==> src/logic/keypad_settings.svh <==
/*
 * Keypad controller settings
 * Scan and debounce timing, event buffer depth and bus address width
 */
`ifndef KEYPAD_SETTINGS_SVH
`define KEYPAD_SETTINGS_SVH

// Clock cycles each row stays driven low while scanning
`define KEYPAD_SCAN_DWELL 16

// Cycles a press or release must stay stable
`define KEYPAD_DEBOUNCE_CYCLES 64

`define KEYPAD_FIFO_DEPTH 4 // Key events buffered

`define KEYPAD_AXI_ADDR_W 4 // Byte address, three registers

`endif

==> src/logic/keypad_pkg.sv <==
/*
 * Keypad types shared by the scanner, timer, event buffer and registers
 */
package keypad_pkg;

    typedef enum logic [2:0] {
        SCAN,
        DEBOUNCE,
        HELD,
        RELEASE,
        OFF
    } scan_state_e;

    // Period loaded into the scan timer
    typedef enum logic {
        T_DWELL,
        T_DEBOUNCE
    } timer_mode_e;

    typedef struct packed {
        logic [3:0] code; // Hex value of the key
        logic [1:0] row;
        logic [1:0] col;
    } key_event_t;

endpackage

==> src/logic/axil_pkg.sv <==
/*
 * AXI4-Lite bus types and the register map of the keypad controller
 */
`include "keypad_settings.svh"

package axil_pkg;

    typedef enum logic [1:0] {
        OKAY   = 2'b00,
        SLVERR = 2'b10
    } axil_resp_e;

    typedef enum logic [`KEYPAD_AXI_ADDR_W-1:0] {
        REG_STATUS = 'h0,
        REG_DATA   = 'h4,
        REG_CTRL   = 'h8
    } reg_addr_e;

    typedef struct packed {
        logic [`KEYPAD_AXI_ADDR_W-1:0] awaddr;
        logic                          awvalid;
        logic [31:0]                   wdata;
        logic                          wvalid;
        logic                          bready;
        logic [`KEYPAD_AXI_ADDR_W-1:0] araddr;
        logic                          arvalid;
        logic                          rready;
    } axil_req_t;

    typedef struct packed {
        logic        awready;
        logic        wready;
        axil_resp_e  bresp;
        logic        bvalid;
        logic        arready;
        logic [31:0] rdata;
        axil_resp_e  rresp;
        logic        rvalid;
    } axil_rsp_t;

endpackage

==> src/logic/scan_timer.sv <==
/*
 * Scan timer, counts down the row dwell or the debounce interval
 */
`timescale 1ns/1ps
`include "keypad_settings.svh"

module scan_timer (
    input  logic                     clk,
    input  logic                     rst_n,
    input  logic                     timer_start,
    input  keypad_pkg::timer_mode_e  timer_mode,
    output logic                     timer_done
);
    import keypad_pkg::*;

    localparam int unsigned dwell    = `KEYPAD_SCAN_DWELL;
    localparam int unsigned debounce = `KEYPAD_DEBOUNCE_CYCLES;
    localparam int unsigned max_load = (dwell > debounce) ? dwell : debounce;
    localparam int unsigned cnt_w    = $clog2(max_load + 1);

    logic [cnt_w-1:0] cnt;

    always_ff @(posedge clk or negedge rst_n) begin
        if (!rst_n) begin
            cnt <= '0; // Idle
        end else if (timer_start) begin
            cnt <= (timer_mode == T_DEBOUNCE) ? cnt_w'(debounce) : cnt_w'(dwell);
        end else if (cnt != '0) begin
            cnt <= cnt - 1'b1;
        end
    end

    // Last count is the N-th cycle after start
    assign timer_done = (cnt == cnt_w'(1));

endmodule

==> src/logic/key_scan_fsm.sv <==
/*
 * Keypad scanner: column synchronizer, row strobe, hex decode and the
 * scan, debounce, held and release state machine
 */
`timescale 1ns/1ps

module key_scan_fsm (
    input  logic                     clk,
    input  logic                     rst_n,
    input  logic                     scan_en,
    input  logic [3:0]               keypad_cols,
    output logic [3:0]               keypad_rows,
    input  logic                     timer_done,
    output logic                     timer_start,
    output keypad_pkg::timer_mode_e  timer_mode,
    output logic                     key_push,
    output keypad_pkg::key_event_t   key_event,
    output logic                     key_down
);
    import keypad_pkg::*;

    // Indexed by {row, col}
    localparam logic [3:0] key_map [16] = '{
        4'h1, 4'h2, 4'h3, 4'hC,
        4'h4, 4'h5, 4'h6, 4'hD,
        4'h7, 4'h8, 4'h9, 4'hE,
        4'hA, 4'h0, 4'hB, 4'hF
    };

    scan_state_e state, state_nxt;
    logic [3:0]  cols_meta, cols_sync;
    logic [1:0]  row;
    logic [1:0]  live_col;
    logic        pressed;
    logic        row_advance;
    logic        capture;
    key_event_t  live_event, held_event;

    always_ff @(posedge clk or negedge rst_n) begin
        if (!rst_n) begin
            cols_meta <= 4'hF; // Columns idle high
            cols_sync <= 4'hF;
        end else begin
            cols_meta <= keypad_cols;
            cols_sync <= cols_meta;
        end
    end

    always_comb begin
        pressed = ~&cols_sync;
        casez (cols_sync)
            4'b???0: live_col = 2'd0; // Lowest column wins
            4'b??01: live_col = 2'd1;
            4'b?011: live_col = 2'd2;
            default: live_col = 2'd3;
        endcase
        live_event.code = key_map[{row, live_col}];
        live_event.row  = row;
        live_event.col  = live_col;
    end

    always_comb begin
        state_nxt   = state;
        timer_start = 1'b0;
        timer_mode  = T_DWELL;
        key_push    = 1'b0;
        row_advance = 1'b0;
        capture     = 1'b0;
        if (!scan_en) begin
            state_nxt = OFF;
        end else begin
            case (state)
                OFF: begin
                    state_nxt   = SCAN;
                    timer_start = 1'b1;
                end
                SCAN: begin
                    // Columns have settled by the end of the dwell
                    if (timer_done) begin
                        timer_start = 1'b1;
                        if (pressed) begin
                            state_nxt  = DEBOUNCE;
                            timer_mode = T_DEBOUNCE;
                            capture    = 1'b1;
                        end else begin
                            row_advance = 1'b1;
                        end
                    end
                end
                DEBOUNCE: begin
                    if (timer_done) begin
                        if (pressed && live_event.code == held_event.code) begin
                            key_push  = 1'b1;
                            state_nxt = HELD;
                        end else begin
                            state_nxt   = SCAN; // Rescan the same row
                            timer_start = 1'b1;
                        end
                    end
                end
                HELD: begin
                    if (!pressed) begin
                        state_nxt   = RELEASE;
                        timer_start = 1'b1;
                        timer_mode  = T_DEBOUNCE;
                    end
                end
                RELEASE: begin
                    if (pressed) begin
                        state_nxt = HELD;
                    end else if (timer_done) begin
                        state_nxt   = SCAN;
                        timer_start = 1'b1;
                        row_advance = 1'b1;
                    end
                end
                default: state_nxt = OFF;
            endcase
        end
    end

    always_ff @(posedge clk or negedge rst_n) begin
        if (!rst_n) begin
            state <= OFF;
            row   <= 2'd0;
        end else begin
            state <= state_nxt;
            if (row_advance) begin
                row <= row + 2'd1;
            end
        end
    end

    always_ff @(posedge clk) begin
        if (capture) begin
            held_event <= live_event;
        end
    end

    assign keypad_rows = (state == OFF) ? 4'hF : ~(4'b0001 << row);
    assign key_event   = held_event;
    assign key_down    = (state == HELD) || (state == RELEASE);

endmodule

==> src/logic/key_event_fifo.sv <==
/*
 * Key event FIFO, circular buffer with a sticky overflow flag
 */
`timescale 1ns/1ps

module key_event_fifo #(
    parameter int unsigned depth = 4
) (
    input  logic                    clk,
    input  logic                    rst_n,
    input  logic                    push,
    input  keypad_pkg::key_event_t  push_event,
    input  logic                    pop,
    output keypad_pkg::key_event_t  head_event,
    output logic                    not_empty,
    output logic [2:0]              count,
    output logic                    overflow,
    input  logic                    clear_overflow
);
    import keypad_pkg::*;

    localparam int unsigned ptr_w = (depth > 1) ? $clog2(depth) : 1;

    key_event_t       mem [depth];
    logic [ptr_w-1:0] wr_ptr, rd_ptr;
    logic             full;
    logic             do_push, do_pop;

    assign full      = (count == 3'(depth));
    assign not_empty = (count != 3'd0);
    assign do_pop    = pop && not_empty;
    assign do_push   = push && (!full || do_pop); // Pop frees a slot this cycle

    always_ff @(posedge clk or negedge rst_n) begin
        if (!rst_n) begin
            wr_ptr   <= '0;
            rd_ptr   <= '0;
            count    <= 3'd0;
            overflow <= 1'b0;
        end else begin
            if (do_push) begin
                wr_ptr <= (wr_ptr == ptr_w'(depth - 1)) ? '0 : wr_ptr + 1'b1;
            end
            if (do_pop) begin
                rd_ptr <= (rd_ptr == ptr_w'(depth - 1)) ? '0 : rd_ptr + 1'b1;
            end
            count <= count + 3'(do_push) - 3'(do_pop);
            if (push && !do_push) begin
                overflow <= 1'b1; // Event dropped
            end else if (clear_overflow) begin
                overflow <= 1'b0;
            end
        end
    end

    always_ff @(posedge clk) begin
        if (do_push) begin
            mem[wr_ptr] <= push_event;
        end
    end

    assign head_event = mem[rd_ptr];

endmodule

==> src/logic/keypad_axil_regs.sv <==
/*
 * AXI4-Lite register block: status, key data with pop on read, control
 * and the FIFO interrupt
 */
`timescale 1ns/1ps

module keypad_axil_regs (
    input  logic                    clk,
    input  logic                    rst_n,
    input  axil_pkg::axil_req_t     axil_req,
    output axil_pkg::axil_rsp_t     axil_rsp,
    input  keypad_pkg::key_event_t  head_event,
    input  logic                    not_empty,
    input  logic [2:0]              count,
    input  logic                    overflow,
    input  logic                    key_down,
    output logic                    fifo_pop,
    output logic                    clear_overflow,
    output logic                    scan_en,
    output logic                    irq
);
    import axil_pkg::*;

    logic        aw_ready, ar_ready;
    logic        b_valid, r_valid;
    axil_resp_e  b_resp, r_resp;
    logic [31:0] r_data;
    logic        irq_en;
    logic        idle;
    logic        wr_known, wr_ctrl;
    logic        rd_known;
    logic [31:0] rd_word;
    logic [31:0] status_word;

    assign idle = !aw_ready && !ar_ready && !b_valid && !r_valid; // One access at a time

    assign status_word = {25'd0, count, 1'b0, key_down, overflow, not_empty};

    always_comb begin
        rd_known = 1'b1;
        rd_word  = '0;
        case (axil_req.araddr)
            REG_STATUS: rd_word = status_word;
            REG_DATA:   rd_word = not_empty ? {23'd0, 1'b1, 4'd0, head_event.code} : '0;
            REG_CTRL:   rd_word = {29'd0, irq_en, 1'b0, scan_en};
            default:    rd_known = 1'b0;
        endcase
    end

    assign wr_known = (axil_req.awaddr == REG_STATUS) || (axil_req.awaddr == REG_DATA) ||
                      (axil_req.awaddr == REG_CTRL);
    assign wr_ctrl  = aw_ready && (axil_req.awaddr == REG_CTRL);

    assign fifo_pop       = ar_ready && (axil_req.araddr == REG_DATA) && not_empty;
    assign clear_overflow = wr_ctrl && axil_req.wdata[1];
    assign irq            = irq_en && not_empty;

    always_ff @(posedge clk or negedge rst_n) begin
        if (!rst_n) begin
            aw_ready <= 1'b0;
            ar_ready <= 1'b0;
            b_valid  <= 1'b0;
            b_resp   <= OKAY;
            r_valid  <= 1'b0;
            r_resp   <= OKAY;
            r_data   <= '0;
            scan_en  <= 1'b0;
            irq_en   <= 1'b0;
        end else begin
            aw_ready <= idle && axil_req.awvalid && axil_req.wvalid;
            // Writes win a tie
            ar_ready <= idle && axil_req.arvalid && !(axil_req.awvalid && axil_req.wvalid);

            if (aw_ready) begin
                b_valid <= 1'b1;
                b_resp  <= wr_known ? OKAY : SLVERR;
                if (wr_ctrl) begin
                    scan_en <= axil_req.wdata[0];
                    irq_en  <= axil_req.wdata[2];
                end
            end else if (b_valid && axil_req.bready) begin
                b_valid <= 1'b0;
            end

            if (ar_ready) begin
                r_valid <= 1'b1;
                r_data  <= rd_word;
                r_resp  <= rd_known ? OKAY : SLVERR;
            end else if (r_valid && axil_req.rready) begin
                r_valid <= 1'b0;
            end
        end
    end

    always_comb begin
        axil_rsp.awready = aw_ready;
        axil_rsp.wready  = aw_ready; // Address and data accepted together
        axil_rsp.bresp   = b_resp;
        axil_rsp.bvalid  = b_valid;
        axil_rsp.arready = ar_ready;
        axil_rsp.rdata   = r_data;
        axil_rsp.rresp   = r_resp;
        axil_rsp.rvalid  = r_valid;
    end

endmodule

==> src/logic/keypad_ctrl_top.sv <==
/*
 * Keypad controller top: scan timer, scanner FSM, event FIFO, bus registers
 */
`timescale 1ns/1ps
`include "keypad_settings.svh"

module keypad_ctrl_top (
    input  logic                 clk,
    input  logic                 rst_n,
    output logic [3:0]           keypad_rows,
    input  logic [3:0]           keypad_cols,
    input  axil_pkg::axil_req_t  axil_req,
    output axil_pkg::axil_rsp_t  axil_rsp,
    output logic                 irq
);
    import keypad_pkg::*;

    logic        timer_start, timer_done;
    timer_mode_e timer_mode;
    logic        key_push, key_down;
    key_event_t  key_event, head_event;
    logic        not_empty, overflow;
    logic [2:0]  count;
    logic        fifo_pop, clear_overflow, scan_en;

    scan_timer scan_timer_i (
        .clk         (clk),
        .rst_n       (rst_n),
        .timer_start (timer_start),
        .timer_mode  (timer_mode),
        .timer_done  (timer_done)
    );

    key_scan_fsm key_scan_fsm_i (
        .clk         (clk),
        .rst_n       (rst_n),
        .scan_en     (scan_en),
        .keypad_cols (keypad_cols),
        .keypad_rows (keypad_rows),
        .timer_done  (timer_done),
        .timer_start (timer_start),
        .timer_mode  (timer_mode),
        .key_push    (key_push),
        .key_event   (key_event),
        .key_down    (key_down)
    );

    key_event_fifo #(
        .depth (`KEYPAD_FIFO_DEPTH)
    ) key_event_fifo_i (
        .clk            (clk),
        .rst_n          (rst_n),
        .push           (key_push),
        .push_event     (key_event),
        .pop            (fifo_pop),
        .head_event     (head_event),
        .not_empty      (not_empty),
        .count          (count),
        .overflow       (overflow),
        .clear_overflow (clear_overflow)
    );

    keypad_axil_regs keypad_axil_regs_i (
        .clk            (clk),
        .rst_n          (rst_n),
        .axil_req       (axil_req),
        .axil_rsp       (axil_rsp),
        .head_event     (head_event),
        .not_empty      (not_empty),
        .count          (count),
        .overflow       (overflow),
        .key_down       (key_down),
        .fifo_pop       (fifo_pop),
        .clear_overflow (clear_overflow),
        .scan_en        (scan_en),
        .irq            (irq)
    );

endmodule

==> config.mk <==
export PLATFORM = sky130hd
export DESIGN_NAME = keypad_ctrl_top
export DESIGN_NICKNAME = d
export VERILOG_FILES = /design/src/logic/keypad_pkg.sv /design/src/logic/axil_pkg.sv /design/src/logic/scan_timer.sv /design/src/logic/key_scan_fsm.sv /design/src/logic/key_event_fifo.sv /design/src/logic/keypad_axil_regs.sv /design/src/logic/keypad_ctrl_top.sv
export VERILOG_INCLUDE_DIRS = /design/src /design/src/logic
export SDC_FILE = /design/constraint.sdc
export NUM_CORES = 1
export LEC_CHECK = 0
export BUFFER_PORTS_ARGS = -buffer_cell sky130_fd_sc_hd__clkbuf_2
export CORE_ASPECT_RATIO = 1.25
export CORE_MARGIN = 5
export CORE_UTILIZATION = 52
export CTS_CLUSTER_DIAMETER = 80
export DETAILED_ROUTE_END_ITERATION = 12
export PLACE_DENSITY = 0.86
export RECOVER_POWER = 50
export SETUP_SLACK_MARGIN = 0.3
export SLEW_MARGIN = 20
export SYNTH_ARGS = -nofsm -noshare
export SYNTH_HDL_FRONTEND = slang
export SYNTH_SLANG_ARGS = --single-unit
==> constraint.sdc <==
create_clock -name clk -period 3.73 [get_ports clk]
set_clock_uncertainty 0.05 [all_clocks]
set_input_delay 0.373 -clock clk [delete_from_list [all_inputs] [get_ports clk]]
set_output_delay 0.373 -clock clk [all_outputs]
set_load 0.005 [all_outputs]
==> results.yml <==
grt:
  overflow: 0
  antenna_found_initial: 0
  grt_usage_pct: 16.6
  grt_pass1_wl_mm: 10.3
  grt_max_degree: 45
  grt_pass1_vias: 2250
drt:
  wirelength_mm: 6.07
  wl_per_cell_um: 13.7
  drt_iter0_drc: 90
  ant_nets: 0
  vias: 2237
  vias_per_cell: 5.05
  drc: 0
  dr.pass1.iters: 4
flow_run:
  drv_cap: 1
pwr:
  leakagePower_nw: 1.67
  p_clk_share_pct: 29.5
  power_density_nw_per_um2: 459
  power_frac_comb_pct: 18.0
  seq_power_share_pct: 52.5
  swShare_pct: 29.9
  internal_power_w: 0.00119
  p_switching_w: 0.000510
  irDropWorstVdd_mv: 0.334
synth:
  syn_inst: 311
  synth_edf_count: 20
  synth_top_area_share_pct: 25.8
  synthTopCellsByArea: "dfrtp_1, edfxtp_1, buf_4, dfstp_2, ha_1"
  yosys.area.top_type: "dfrtp_1"
  syn_area_per_cell_um2: 10.9
  synth-seq-area-share_pct: 50.5
  synth_seq_cells: 64
  yosysWarnings: 0
  syn_area_um2: 3390
  synth_flop_cell: "dfrtp_1"
  synth_cell_types: 51
  async_reset_ff_share_pct: 68.8
sta:
  min_period_ps: 3240
  hold_viol: 0
  max_freq_ghz: 0.309
  finalCritPeriodShare_pct: 86.9
  grt_setup_unrepaired: "no"
  slew_viol_final: 45
  setup_viol: 0
  setup_tns_ps: 0
  relSlewSlack_pct: -55.8
  max_slew.worst_pin.slew_ps: 2340
layout:
  diodes: 0
  fin_cells: 443
  synthToLayoutAreaGrowth_pct: 9.22
  postLayoutCoreUtil_pct: 57.6
  fin_nets: 420
  drive_above_1_share_pct: 22.2
worst_setup_path:
  worst-path-max-fanout: 6
  timing.rr.start: "key_scan_fsm_i.cols_sync[1]"
  worstPathArrival_ps: 3220
  start_kind: "flop"
  regToRegSetupSlack_ps: 490
  critical_path_class: "reg2reg"
  critPathCaptureType: "flop"
  cp-startpoint: "key_scan_fsm_i.cols_sync[1]"
  cp.required_ps: 3710
clock_network:
  cts-buffers-inserted: 9
  insertion_delay_ps: 350
  clk_pin_slew_ps: 60
  clock-sinks: 64
  ctsHoldBuffers: 0
  cts_tree: "yes"
  post_cts_buffers: 0
  ctsResizeCount: 0
  cts-root-buf: "clkbuf_8"
  htree_num_levels: 3
  cts_buffer_depth: 2
floorplan:
  start_util_pct: 52.7
  design.core.area_um2: 6440
  die_w_um: 82.3
  die_h_um: 100
  die_area_um2: 8250
  row_count: 33
  ios: 97
status:
  violations: "capacitance limit, slew limit"
  status: "finished with violations"
hold_path:
  hp-class: "in2reg"
  min-delay-start: "keypad_cols[1]"
placement:
  place_hpwl_mm: 4.47
  place_inst: 427
  portBuffers: 41
  gp_congestion: 0.843
==> kinds of logic after synthesis <==
family	synth area share, %
simple gates	14.3
flops	50.5
buf+inv	10.5
compound gates	9.73
fa+ha+maj	6.86
mux	5.79
xor+xnor	2.32
other cells	0.110
==> power by group through the flow <==
stage / clock network [W] / registers (W) / logic (W)
5_1_grt: 0.000552 / 0.000909 / 0.000362
6_report: 0.000503 / 0.000894 / 0.000306
3_5_place_dp: 0 / 0.000907 / 0.000308
2_1_floorplan: 0 / 0.000882 / 0.000255
3_3_place_gp: 0 / 0.000902 / 0.000294
4_1_cts: 0.000513 / 0.000894 / 0.000313
==> flip-flops by register name, summed over array words and instances (netlist names), 2 cells and up <==
| name | flops |
|---|---|
| key_event_fifo_i.mem | 16 |
| keypad_axil_regs_i.r_data | 8 |
| scan_timer_i.cnt | 7 |
| key_scan_fsm_i.cols_meta | 4 |
| key_scan_fsm_i.cols_sync | 4 |
| key_scan_fsm_i.key_event | 4 |
| key_event_fifo_i.count | 3 |
| key_scan_fsm_i.state | 3 |
| key_event_fifo_i.rd_ptr | 2 |
| key_event_fifo_i.wr_ptr | 2 |
| key_scan_fsm_i.row | 2 |
==> final cells by class <==
class | count | area [um^2]
Multi-Input combinational cell | 210 | 1420
Inverter | 24 | 90.1
Tap cell | 87 | 109
Fill cell | 579 | 2730
Timing Repair Buffer | 42 | 211
Sequential cell | 64 | 1710
Clock buffer | 10 | 128
Clock inverter | 6 | 36.3
==> stage by stage <==
| step | hold WS [ps] | power [W] | setup slack, ps | area, um^2 |
|---|---|---|---|---|
| after floorplan | 27.4 | 0.00114 | 585 | 3490 |
| after global placement | 295 | 0.00120 | 545 | 3540 |
| after detailed placement | 297 | 0.00121 | 511 | 3540 |
| after CTS | 46.1 | 0.00172 | 491 | 3710 |
| after global routing | 48.4 | 0.00182 | 345 | 3710 |
| final | 61.9 | 0.00170 | 490 | 3710 |
==> per-layer routing <==
| layer | wire length [um] | track usage, % | vias to the layer above |
|---|---|---|---|
| met5 | 0 | 0 | - |
| met4 | 128 | 7.80 | 0 |
| met3 | 351 | 4.85 | 15 |
| met2 | 3200 | 28.1 | 59 |
| met1 | 2390 | 19.0 | 1057 |
| li1 | - | - | 1106 |
==> final timing paths <==
check	end	cells past startpoint
worst max register to register	key_event_fifo_i.mem[3][6]	10
worst min register to register	key_scan_fsm_i.cols_sync[3]	0
max in group asynchronous	scan_timer_i.cnt[4]	1
worst max-delay path	key_event_fifo_i.mem[3][6]	10
min in group asynchronous	key_event_fifo_i.rd_ptr[0]	1
worst min-delay path	key_scan_fsm_i.cols_meta[1]	1
==> synthesized netlist by cell type, types with 2 or more instances <==
cell type / count
dfrtp_1: 35
buf_4: 32
inv_1: 23
nand2_1: 22
edfxtp_1: 20
nor2_1: 19
ha_1: 17
a21oi_1: 11
o21ai_0: 11
dfstp_2: 9
nor3_1: 9
and2_1: 8
nand2b_1: 7
nand3_1: 7
nor2b_1: 7
xnor2_1: 6
a21o_1: 5
mux2_2: 5
a211oi_1: 4
clkbuf_1: 4
mux4_2: 4
o22ai_1: 4
and3_1: 3
nor4_1: 3
o31ai_1: 3
xor2_1: 3
buf_2: 2
mux2_4: 2
mux2i_1: 2
nand4_1: 2
or3_1: 2
==> placed cells by master (no fill, tap or decap), types with 9 or more instances in the layout <==
cell | Yosys | final
nor3_1 | 9 | 9
ha_1 | 17 | 17
a21oi_1 | 11 | 11
clkbuf_8 | 0 | 9
conb_1 | 1 | 26
o21ai_0 | 11 | 11
dfstp_2 | 9 | 9
inv_1 | 23 | 23
nand2_1 | 22 | 22
dfrtp_1 | 35 | 35
edfxtp_1 | 20 | 20
nor2_1 | 19 | 19
clkbuf_2 | 0 | 40
==> worst max-delay path, cell delays in order, from the launching register on <==
cell and delay [ps]:
dfstp_2 540, nand2b_1 60, and2_1 190, ha_1 350, xor2_1 210, nor3b_1 80
a211o_1 290, a2111o_1 490, nor3b_4 240, buf_4 170, and2_1 250
(Power assumes the default switching activity.)
